--- config.mk ---
export PLATFORM = sky130hd
export DESIGN_NAME = scratch_ram
export DESIGN_NICKNAME = d
export VERILOG_FILES = /design/src/qspi_pkg.sv /design/src/scratch_ram.sv
export SDC_FILE = /design/constraint.sdc
export NUM_CORES = 1
export LEC_CHECK = 0
export ABC_AREA = 1
export BUFFER_PORTS_ARGS = -buffer_cell sky130_fd_sc_hd__buf_2
export CAP_MARGIN = 0
export CORE_MARGIN = 5
export CORE_UTILIZATION = 30
export DETAILED_ROUTE_END_ITERATION = 7
export SYNTH_ARGS = -nofsm -noshare
export SYNTH_HDL_FRONTEND = slang
export SYNTH_SLANG_ARGS = --single-unit
export TNS_END_PERCENT = 10
--- constraint.sdc ---
create_clock -name clock -period 5.65 [get_ports clock]
set_clock_uncertainty 0.15 [all_clocks]
set_input_delay 0.565 -clock clock [delete_from_list [all_inputs] [get_ports clock]]
set_output_delay 0.565 -clock clock [all_outputs]
set_load 0.01 [all_outputs]
--- src/qspi_pkg.sv ---
package qspi_pkg;

  // ~~~~~~~~~~~~~~~~~~~~~~~~~~~~~~~~~~~~~~~~~~~~~~~~~~~~~~~~~~~~~~~~~~~
  // Memory bus geometry.
  // ~~~~~~~~~~~~~~~~~~~~~~~~~~~~~~~~~~~~~~~~~~~~~~~~~~~~~~~~~~~~~~~~~~~

  localparam int addr_width = 32;
  localparam int data_width = 64;

  // One strobe per data byte.
  localparam int strb_width = data_width / 8;

  // Address bit 31 set selects the QSPI controller.
  localparam int region_bit = 31;

  // ~~~~~~~~~~~~~~~~~~~~~~~~~~~~~~~~~~~~~~~~~~~~~~~~~~~~~~~~~~~~~~~~~~~
  // Quad-SPI framing.
  // ~~~~~~~~~~~~~~~~~~~~~~~~~~~~~~~~~~~~~~~~~~~~~~~~~~~~~~~~~~~~~~~~~~~

  // A byte moves as two nibbles, high nibble first.
  localparam int nibbles_per_byte = 2;

  typedef logic [addr_width-1:0] addr_t;
  typedef logic [data_width-1:0] data_t;
  typedef logic [strb_width-1:0] strb_t;

endpackage

--- src/scratch_ram.sv ---
module scratch_ram #(
  parameter int ram_words = 16
) (
  input  logic                         clock,
  input  logic                         reset,
  input  logic                         mem_valid,
  input  logic [$clog2(ram_words)-1:0] mem_index,
  input  qspi_pkg::strb_t              mem_wstrb,
  input  qspi_pkg::data_t              mem_wdata,
  output qspi_pkg::data_t              mem_rdata,
  output logic                         mem_ready
);

  import qspi_pkg::*;

  data_t mem [ram_words];
  data_t rdata_q;
  logic  ready_q;
  logic  accept;

  // The cycle after ready is ignored so a request is taken once.
  assign accept = mem_valid && !ready_q;

  always_ff @(posedge clock) begin
    if (!reset) begin
      ready_q <= 1'b0;
    end else begin
      ready_q <= accept;
    end
  end

  always_ff @(posedge clock) begin
    for (int i = 0; i < strb_width; i++) begin
      if (accept && mem_wstrb[i]) begin
        mem[mem_index][8*i +: 8] <= mem_wdata[8*i +: 8];
      end
    end
    if (accept) begin
      rdata_q <= mem[mem_index];
    end
  end

  assign mem_ready = ready_q;
  assign mem_rdata = rdata_q;

endmodule

### Yosys cells after proc, flatten, opt, wreduce, memory -nomap -nowiden

Memory sizes are Yosys's and may differ from the RTL's. A register that Yosys moved wholly into a read port is not among the register bits.
Index checks and enable logic that the tools add are counted.

* bits in registers: 1
* logic and storage cells: 28
* bits of input ports: 79
* memories: 1
* RAM bits: 1024

* multiplexer cells: 16
* reductions and logical operators: 10

Memories
* mem: words 16, bits a word 64, read ports 1, clocked after Yosys merged registers in 1, wr ports 1, RTL line scratch_ram.sv:16 `data_t mem [ram_words];`

Operator list (count)
* $mux W1: 16
* $logic_and A1 B1 Y1: 9
* $logic_not A1 Y1: 1

### Depth between registers and ports, before layout

* depth after elaboration: 5
* mapped depth: 11
* depth with buffers taken out: 9

### Worst setup path before layout

No wires, ideal clock.

* path kind: input-to-reg
* start point: input mem_valid
* end point: memory mem[14][0] (netlist bit), enable pin
* setup time: 370 ps
* setup slack: 1569 ps
* path buffers: 1
* data arrival time: 3560 ps
* stages: 5
* cell sequence: inv_1 nor2_2 nand2_1 clkbuf_1 nor2_1

* cells in the longest elaborated chain, start to end: 4

Ends and longest elaborated chain
* start: declaration: RTL line scratch_ram.sv:6 `input logic mem_valid,`
* $logic_and A1 B1 Y1: RTL line scratch_ram.sv:22 `assign accept = mem_valid && !ready_q;`
* named net accept: RTL line scratch_ram.sv:19 `logic accept;`
* $logic_and A1 B1 Y1: RTL line scratch_ram.sv:34 `if (accept && mem_wstrb[i]) begin`
* $mux W1: RTL line scratch_ram.sv:34
* $mux W1 (not written as such): RTL line scratch_ram.sv:35 `mem[mem_index][8*i +: 8] <= mem_wdata[8*i +: 8];`
* end: declaration: RTL line scratch_ram.sv:16

The timed path passes the listed nets, and every way through them passes these cells.

### Worst setup path after layout

* start point: register ready_q (netlist: mem_ready)
* end point: memory mem[11][1] (netlist bit), enable pin

* cells in the longest elaborated chain, start to end: 5

Ends and longest elaborated chain
* start: declaration: RTL line scratch_ram.sv:18 `logic ready_q;`
* start signal: assignment: RTL line scratch_ram.sv:28 `ready_q <= accept;`
* $logic_not A1 Y1: RTL line scratch_ram.sv:22
* $logic_and A1 B1 Y1: RTL line scratch_ram.sv:22
* named net accept: RTL line scratch_ram.sv:19
* $logic_and A1 B1 Y1: RTL line scratch_ram.sv:34
* $mux W1: RTL line scratch_ram.sv:34
* $mux W1 (not written as such): RTL line scratch_ram.sv:35

The timed path passes the listed nets, and every way through them passes these cells.

==> run metrics <==
VDD IR-drop max 0.205 mV; Slew headroom 26.3%; max-cap check violation count 0; endpoints failing setup 0; Die Y 398 um; Net Count, Synth 4,423; reg2reg start mem_ready; xor/xnor share of the synthesized area 0%; synthesis warning total 0; pwr dens 336 mW/mm^2; Compound-Gate Fraction of Synth Area 0%; Highest Signal Layer met5; worst-skew pair later-pin latency 0.70 ns; Fillers 15,000; Syn Area/Cell 10.4 um^2; Initial DRC Count 2,311; Slew @ Worst Pin 1.10 ns; crit path time final 3.39 ns; TritonCTS clock tree done; RePlAce Congestion 0.770; Req. time, crit path 5.82 ns; drt wl/cell 17.9 um; antenna-violating nets left 0; wire length on met2 56,000 um; number of global-route vias before repair 27,400; CP arrival 3.56 ns; Clk pin slew, worst setup/hold paths 0.06 ns; status finished, final reports clean; CP startpoint kind flop; layout cell share with drive strength beyond 1 7.59%; worst-path fanout max 16; hpwl dp 69,700 um; setup ws final 2.26 ns; mux cell area share after synthesis 0%; TritonCTS Sinks 1,089; Clock Path Buffers 3; FF+latch count, synth 1,089; DRC 0; Core Util, Final 34.3%; first-pass GRT wire length 175,000 um; initial antenna violation count 11; full die area 0.158 mm^2; # rows 142; worst hold path class primary input to flop; Tot GR Track Use 14.5%; Post-Synth Adder-Cell Area 0%; Setup Fix Bufs, Post-CTS 0; Nets 4,502; RSZ-0062 raised after global routing false; Fin. Hold Viols 0; routed vias 28,800; count of cell types in the netlist 14; Fmax 0.295 GHz; die span in x 398 um; crit path cell chain nor2_4 > buf_4 > nand2_1 > nor2_1; Initial Utilization 30.1%; Hold Path Origin mem_wdata[44]; drt pass-1 iters 5; share of the yosys chip area belonging to registers 72.5%; Simple-Gate Fraction of Synth Area 24.3%; DR vias/cell 4.41; Crit Path Category flop to flop; Worst path max stage delay 1.00 ns; largest net degree at the start of global routing 204; met3 WL 7580 um; Mapped Cells 4,344; input/output buffers 143; internal reg-to-reg setup slack 2.26 ns; Setup TNS 0 ns; drt total wl 117,000 um; Endpoint, Worst Hold mem[14][44]; WL met1 50,600 um; Slowest-stage cell, CP nor2_1; area of the core 0.150 mm^2; Ports 144; Worst Hold Depth 1; area delta synth->final 13.7%; CTS Buf Count 109; R2R cell count 4; final slew viol count 0; largest family of logic cells by synthesized area simple AND/OR/NAND/NOR gates; ratio of final minimum period to clock period 60.1%; Crit Reg-Reg Endpoint mem[11][1]; Place WS 1.53 ns; Crit. End Element flop; Clock Tree Root clkbuf_16; synthesized area 0.0451 mm^2; GR Overflow Total 0; H-tree lvl count 3; Leak 0.0210 uW
[state kept, by name, indices dropped and copies added, names as in the netlist]
name       flops
mem_rdata     64
mem_ready      1
mem         1024
[routing by layer]
metal	track usage [%]	vias to the layer above
met5	0	-
li1	-	14100
met3	2.91	184
met4	4.36	14
met1	19.4	13700
met2	23.8	806
[stage by stage]
stage / cells / area (um^2) / hold WS, ns / total power [uW]
global route: 6524 / 51300 / 0.0871 / 17800
floorplan: 4344 / 45100 / 0.351 / 9760
finish: 6527 / 51300 / 0.107 / 17200
detailed placement: 6326 / 47700 / 0.342 / 10200
CTS: 6523 / 51300 / 0.0507 / 17400
global placement: 6326 / 47700 / 0.336 / 10200
[cell type report]
class / count / area, um^2 / area share (%)
timing repair buffer: 174 / 1020 / 2.00
clock buffer: 127 / 2880 / 5.62
clock inverter: 68 / 636 / 1.24
antenna: 4 / 10.0 / 0.0195
tap: 2016 / 2520 / 4.92
inverter: 135 / 523 / 1.02
sequential: 1089 / 32700 / 63.8
multi-input combinational: 2914 / 11000 / 21.4
[layout by cell type, fill, tap and decap left out, drive strengths merged]
cell and instances:
buf 172, bufinv 11, clkbuf 127, clkinv 48
clkinvlp 6, dfxtp 1, diode 4, dlygate4sd3 2
edfxtp 1088, inv 138, nand2 2778, nor2 135
nor3b 1
[report_power, final]
| part | internal (uW) | switching [uW] |
|---|---|---|
| logic | 239 | 763 |
| clock network | 4130 | 3060 |
| registers | 8990 | 33.4 |
| total | 13400 | 3860 |
[synth_stat cells]
library cell	count	area [um^2]
inv_2	3	11.3
dfxtp_1	1	20.0
buf_2	133	666
buf_1	5	18.8
edfxtp_1	1088	32700
inv_1	131	492
buf_6	1	11.3
nor2_2	2	12.5
nor3b_1	1	7.51
nor2_1	133	499
nand2_1	2778	10400
clkinv_1	1	3.75
buf_4	2	15.0
clkbuf_1	65	244
[critical path: cells and delay by family (launching register included)]
kind / cells / cell delay, ns
buffers and inverters: 1 / 0.31
AND/OR/NAND/NOR: 3 / 2.16
flip-flops: 1 / 0.34
[cell families (layout without fill, tap and decap cells)]
logic type | Yosys count | count (layout)
and+or+nand+nor | 2914 | 2914
DFF | 1089 | 1089
buffers and inverters | 341 | 504
other | 0 | 4
[worst max path at each step]
| stage | endpoint | startpoint | depth (start not counted) | slack (ns) |
|---|---|---|---|---|
| floorplan | mem[14][0] | mem_valid | 5 | 1.57 |
| global placement | mem[14][38] | mem_index[1] | 5 | 1.57 |
| detailed placement | mem[14][42] | mem_index[1] | 5 | 1.53 |
| CTS | mem[11][1] | mem_ready | 4 | 2.15 |
| global route | mem[11][1] | mem_ready | 4 | 2.02 |
| finish | mem[11][1] | mem_ready | 4 | 2.26 |
[timing repair]
action                                 in CTS  in global routing
endpoints found under the hold margin       1                  0
resized for setup                           0                  0
hold buffers                                2                  0
Power figures use the tool's default switching activity.
