==> config.mk <==
export PLATFORM = sky130hd
export DESIGN_NAME = mem_decoder
export DESIGN_NICKNAME = d
export VERILOG_FILES = /design/src/qspi_pkg.sv /design/src/mem_decoder.sv
export SDC_FILE = /design/constraint.sdc
export NUM_CORES = 1
export LEC_CHECK = 0
export BUFFER_PORTS_ARGS = -buffer_cell sky130_fd_sc_hd__buf_2
export CAP_MARGIN = 10
export CORE_AREA = 2 2 92 94
export CTS_BUF_LIST = sky130_fd_sc_hd__clkbuf_4
export DETAILED_ROUTE_END_ITERATION = 12
export DIE_AREA = 0 0 94 96
export PLACE_DENSITY = 0.59
export SYNTH_ARGS = -nofsm -noshare
export SYNTH_HDL_FRONTEND = slang
export SYNTH_SLANG_ARGS = --single-unit
==> constraint.sdc <==
create_clock -name clock -period 1.4 [get_ports clock]
set_input_delay 0.14 -clock clock [delete_from_list [all_inputs] [get_ports clock]]
set_output_delay 0.14 -clock clock [all_outputs]
set_load 0.05 [all_outputs]
==> src/qspi_pkg.sv <==
package qspi_pkg;

  // ~~~~~~~~~~~~~~~~~~~~~~~~~~~~~~~~~~~~~~~~~~~~~~~~~~~~~~~~~~~~~~~~~~~
  // Memory bus geometry.
  // ~~~~~~~~~~~~~~~~~~~~~~~~~~~~~~~~~~~~~~~~~~~~~~~~~~~~~~~~~~~~~~~~~~~

  localparam int addr_width = 32;
  localparam int data_width = 64;

  // One strobe per data byte.
  localparam int strb_width = data_width / 8;

  // Address bit 31 set selects the QSPI controller.
  localparam int region_bit = 31;

  // ~~~~~~~~~~~~~~~~~~~~~~~~~~~~~~~~~~~~~~~~~~~~~~~~~~~~~~~~~~~~~~~~~~~
  // Quad-SPI framing.
  // ~~~~~~~~~~~~~~~~~~~~~~~~~~~~~~~~~~~~~~~~~~~~~~~~~~~~~~~~~~~~~~~~~~~

  // A byte moves as two nibbles, high nibble first.
  localparam int nibbles_per_byte = 2;

  typedef logic [addr_width-1:0] addr_t;
  typedef logic [data_width-1:0] data_t;
  typedef logic [strb_width-1:0] strb_t;

endpackage

==> src/mem_decoder.sv <==
module mem_decoder #(
  parameter int ram_words = 16
) (
  input  logic                         clock,
  input  logic                         reset,
  input  logic                         mem_valid,
  input  qspi_pkg::addr_t              mem_addr,
  output qspi_pkg::data_t              mem_rdata,
  output logic                         mem_ready,
  output logic                         ram_valid,
  output logic [$clog2(ram_words)-1:0] ram_index,
  input  qspi_pkg::data_t              ram_rdata,
  input  logic                         ram_ready,
  output logic                         qspi_valid,
  input  qspi_pkg::data_t              qspi_rdata,
  input  logic                         qspi_ready
);

  import qspi_pkg::*;

  localparam int index_width = $clog2(ram_words);

  logic sel_qspi;
  logic route_qspi;
  logic busy_q;
  logic busy_qspi_q;

  assign sel_qspi = mem_addr[region_bit];

  // Once a transfer is under way the captured target steers the mux.
  assign route_qspi = busy_q ? busy_qspi_q : sel_qspi;

  assign ram_valid = mem_valid && !route_qspi;
  assign qspi_valid = mem_valid && route_qspi;

  // Word index without the byte offset bits.
  assign ram_index = mem_addr[3 +: index_width];

  always_ff @(posedge clock) begin
    if (!reset) begin
      busy_q <= 1'b0;
      busy_qspi_q <= 1'b0;
    end else if (mem_ready) begin
      busy_q <= 1'b0;
    end else if (mem_valid && !busy_q) begin
      busy_q <= 1'b1;
      busy_qspi_q <= sel_qspi;
    end
  end

  always_comb begin
    mem_ready = 1'b0;
    mem_rdata = '0;
    if (busy_q || mem_valid) begin
      if (route_qspi) begin
        mem_ready = qspi_ready;
        mem_rdata = qspi_rdata;
      end else begin
        mem_ready = ram_ready;
        mem_rdata = ram_rdata;
      end
    end
  end

endmodule

## After elaboration in Yosys (flattened, before gate mapping)

Index checks and enable logic that the tools add are counted.

- Register bits after elaboration: 2
- Logic and storage cells: 17

- Multiplexer cells: 5
- Bitwise gates (word level): 2
- Reduce and logical (&&, ||, !) cells: 8

Operators with widths:

| kind | count |
|---|---|
| two-way mux 64 bit | 2 |
| logical AND 1 bit | 3 |
| two-way mux 1 bit | 3 |
| logical NOT 1 bit | 2 |
| inverter 1 bit | 2 |
| AND reduction 2 bit | 1 |
| OR reduction 2 bit | 1 |
| logical OR 1 bit | 1 |

## Longest topological paths before layout

- Word-level depth: 5
- Gate-level depth with buffers: 5
- Gate-level depth less buffers: 3

## Worst setup path before layout

Ideal clock, no wire load.

- Kind: register to output
- Start: register busy_q
- End: output mem_rdata[54]
- Arrival: 1.808 ns
- Required time: 1.260 ns
- Path slack: -0.548 ns
- Cell stages (with the launch flop): 6
- Path buffers: 2
- Path through: dfxtp_1 mux2i_1 buf_2 buf_2 nand2_1 a21oi_1

- Cells in the longest elaborated chain, start to end: 3
- Elaborated cells on any way between the ends: 4
- Classes of those cells: 3 x mux; 1 x reduce/logical

Ends and longest elaborated chain:

| item | RTL line | text |
|---|---|---|
| start, declared | mem_decoder.sv:25 | `logic busy_q;` |
| start signal, assigned | mem_decoder.sv:41 | `busy_q <= 1'b0;` |
| start signal, assigned | mem_decoder.sv:44 | `busy_q <= 1'b0;` |
| start signal, assigned | mem_decoder.sv:46 | `busy_q <= 1'b1;` |
| two-way mux 1 bit | mem_decoder.sv:31 | `assign route_qspi = busy_q ? busy_qspi_q : sel_qspi;` |
| two-way mux 64 bit | mem_decoder.sv:55 | `if (route_qspi) begin` |
| two-way mux 64 bit (*) | mem_decoder.sv:54 | `if (busy_q \|\| mem_valid) begin` |
| end, declared | mem_decoder.sv:8 | `output qspi_pkg::data_t mem_rdata,` |

Every way passes the cells marked *; elsewhere a longest branch is shown, timed or not.

## Worst setup path after layout

- Start: register busy_q
- End: output mem_rdata[62]

The elaborated chain is that of the path after synthesis.

==> flow_summary.json <==
{
  "yosysSeqAreaShare_pct": 2.827,
  "grt_max_degree": 24,
  "rsz0062_at_grt": "yes",
  "hold_path.class": "primary input to flop",
  "internal_power_w": 0.001112,
  "finClkSkew_ns": 0.0002888,
  "numCtsBuffers": 3,
  "initial_core_util_pct": 17.59,
  "p_sw_share_pct": 55.51,
  "crit_path_top_delay_cell": "dfxtp_4",
  "route.met2.wl_mm": 4.368,
  "place.gp.congestion": 0.7507,
  "die_w_um": 94,
  "synth_cells": 232,
  "setup_ws_ns": -0.3437,
  "drive_above_1_share_pct": 88.69,
  "wl_mm": 7.648,
  "drc_errors": 0,
  "cts-htree-levels": 1,
  "maxCapViolCount": 0,
  "path_buf_inv": 3,
  "p_switching_w": 0.001388,
  "cts_root_buf": "clkbuf_4",
  "wl_met1_mm": 2.738,
  "critPathTopFamily": "buffers and inverters",
  "seqPwrFrac_pct": 2.6,
  "required_ns": 1.26,
  "synth_area_leader_cell": "a21oi_2",
  "p_leak_nw": 1.818,
  "synth_seq_cells": 2,
  "avgViaCountPerCell": 4.375,
  "dpl_worst_slack_ns": -0.1754,
  "cts.sinks": 2,
  "clkTransAtPathRegs_ns": 0.03,
  "finalSetupTns_ns": -19.09,
  "status": "finished, violations left",
  "drt_iter0_drc": 23,
  "cts_hold_buf": 0,
  "worst-slew-pin-transition_ns": 0.2800,
  "synthSimpleGateAreaFrac_pct": 44.79,
  "cts_max_path_buffers": 2,
  "violations": "setup timing",
  "io_pins": 236,
  "synth_fa_ha_area_share_pct": 0,
  "grt_overflow_total": 0,
  "cp_max_fo": 8,
  "p_clk_share_pct": 5.1,
  "portBuffers": 200,
  "syn_nets": 397,
  "max_slew_margin_pct": 81.07,
  "fmax_mhz": 573.5,
  "peakVddDrop_mv": 0.3640,
  "antenna_found_initial": 0,
  "max_stage_delay_ns": 0.36,
  "num_vias": 2393,
  "dr.pass1.iters": 5,
  "final.period_utilization_pct": 124.6,
  "clk_latency_ns": 0.22,
  "synth_compound_area_share_pct": 34.63,
  "path_cells": "mux2i_4, buf_6, buf_16, nand2_1, a21oi_4, buf_8",
  "yosys-top-cells-area": "a21oi_2 27%, nand2_1 23%, nand2_2 18%",
  "start_kind": "flop",
  "finalHoldViolations": 0,
  "grt_pass1_wl_mm": 10.87,
  "slew_violations": 0,
  "cts_tree": "done",
  "synth_cell_types": 20,
  "fin_cells": 547,
  "rows": 33,
  "die_height_um": 96,
  "path_class": "flop to primary output",
  "layout.nets": 609,
  "crit_path_end_kind": "primary output",
  "grt_pass1_vias": 2412,
  "antenna_cells": 0,
  "area_delta_synth_final_pct": 188.3,
  "synth_top_family_by_area": "simple AND/OR/NAND/NOR gates",
  "muxShareOfSynthArea_pct": 2.473,
  "wl_met3_um": 481,
  "routedWlPerCell_um": 13.98,
  "combPwrFrac_pct": 92.3,
  "ant_nets": 0,
  "avgSynthCellArea_um2": 6.105,
  "coreArea_um2": 8051,
  "setup_viol": 67,
  "arrival_ns": 1.60,
  "period_needed_ns": 1.744,
  "grtUsageTotal_pct": 14.81,
  "synth_xor_area_share_pct": 0,
  "synth_area_um2": 1416,
  "dp_hpwl_mm": 5.380,
  "die_area_um2": 9024,
  "p_per_area_nw_per_um2": 612.4,
  "yosys_warnings": 0,
  "top_layer_used": "met4",
  "final_core_util_pct": 50.71,
  "placedCellCount": 535,
  "synth_top_area_share_pct": 27.21
}
==> cell usage after synthesis (all sizes together) <==
master	instances
nand2	128
nor4b	1
dfxtp	2
mux2	1
clkbuf	2
a21oi	64
mux2i	2
o21ai	1
nor2	3
buf	23
nor3b	1
and3b	1
and2	2
nor3	1
==> metal layers <==
layer | vias up | track usage [%]
met5 | - | 0
met4 | 0 | 3.502
met3 | 6 | 2.897
met2 | 106 | 31.31
met1 | 1111 | 14.51
li1 | 1170 | -
==> path summary, 6_finish.rpt <==
| path | start | endpoint | slack (ns) | depth (start not counted) |
|---|---|---|---|---|
| min reg2reg | busy_qspi_q | busy_qspi_q | 0.65 | 3 |
| max reg2reg | busy_q | busy_q | 0.14 | 3 |
| min | reset | busy_qspi_q | 0.17 | 3 |
| max | busy_q | mem_rdata[62] | -0.34 | 6 |
==> placed cells by master, fill, tap and decap left out, drive strengths merged <==
cell type / count
and2: 2
dfxtp: 2
nand2: 128
nor2: 3
nor3: 1
and3b: 1
buf: 228
clkbuf: 7
o21ai: 1
mux2: 1
nor3b: 1
a21oi: 64
mux2i: 2
nor4b: 1
==> final cells by class <==
cell class,count,area [µm²]
clock buffer,3,22.52
timing repair buffer,232,1967
sequential,2,45.04
fill,748,3969
tap,105,131.4
multi-input combinational,205,1917
==> flip-flops by register name (all words and copies together), names as in the netlist <==
name,count
busy_q,1
busy_qspi_q,1
==> power by group through the flow <==
stage	clock network, W	logic [W]	registers, W
floorplan	0	0.00139	0.0000645
global placement	0	0.00184	0.0000654
detailed placement	0	0.00185	0.0000656
CTS	0.000136	0.00219	0.0000641
global route	0.000142	0.00242	0.0000647
finish	0.000128	0.00231	0.0000640
==> worst register-to-register path, stage by stage (launching register included) <==
cell	delay (ns)
dfxtp_4	0.36
mux2_4	0.40
mux2i_4	0.23
and3b_1	0.17
==> through the flow <==
| step | area (µm²) | power, W | hold WS [ns] |
|---|---|---|---|
| after detailed placement | 3222 | 0.001919 | 0.2806 |
| after floorplan | 1994 | 0.001457 | 0.2810 |
| final | 4083 | 0.002500 | 0.1720 |
| after global routing | 4083 | 0.002625 | 0.1685 |
| after CTS | 3829 | 0.002395 | 0.1635 |
| after global placement | 3222 | 0.001904 | 0.2806 |
==> timing repair <==
action                                  4_1_cts  5_1_grt
resized for setup                           161       45
buffers inserted                              2        0
endpoints found under the setup margin       67       67
cloned                                        3        4
pin swaps                                     0       15
==> kinds of logic after synthesis <==
logic type	count (synthesis)
flops	2
mux	3
simple gates	137
compound gates	65
buf+inv	25
Note: power is estimated with default switching activity, not from simulation.
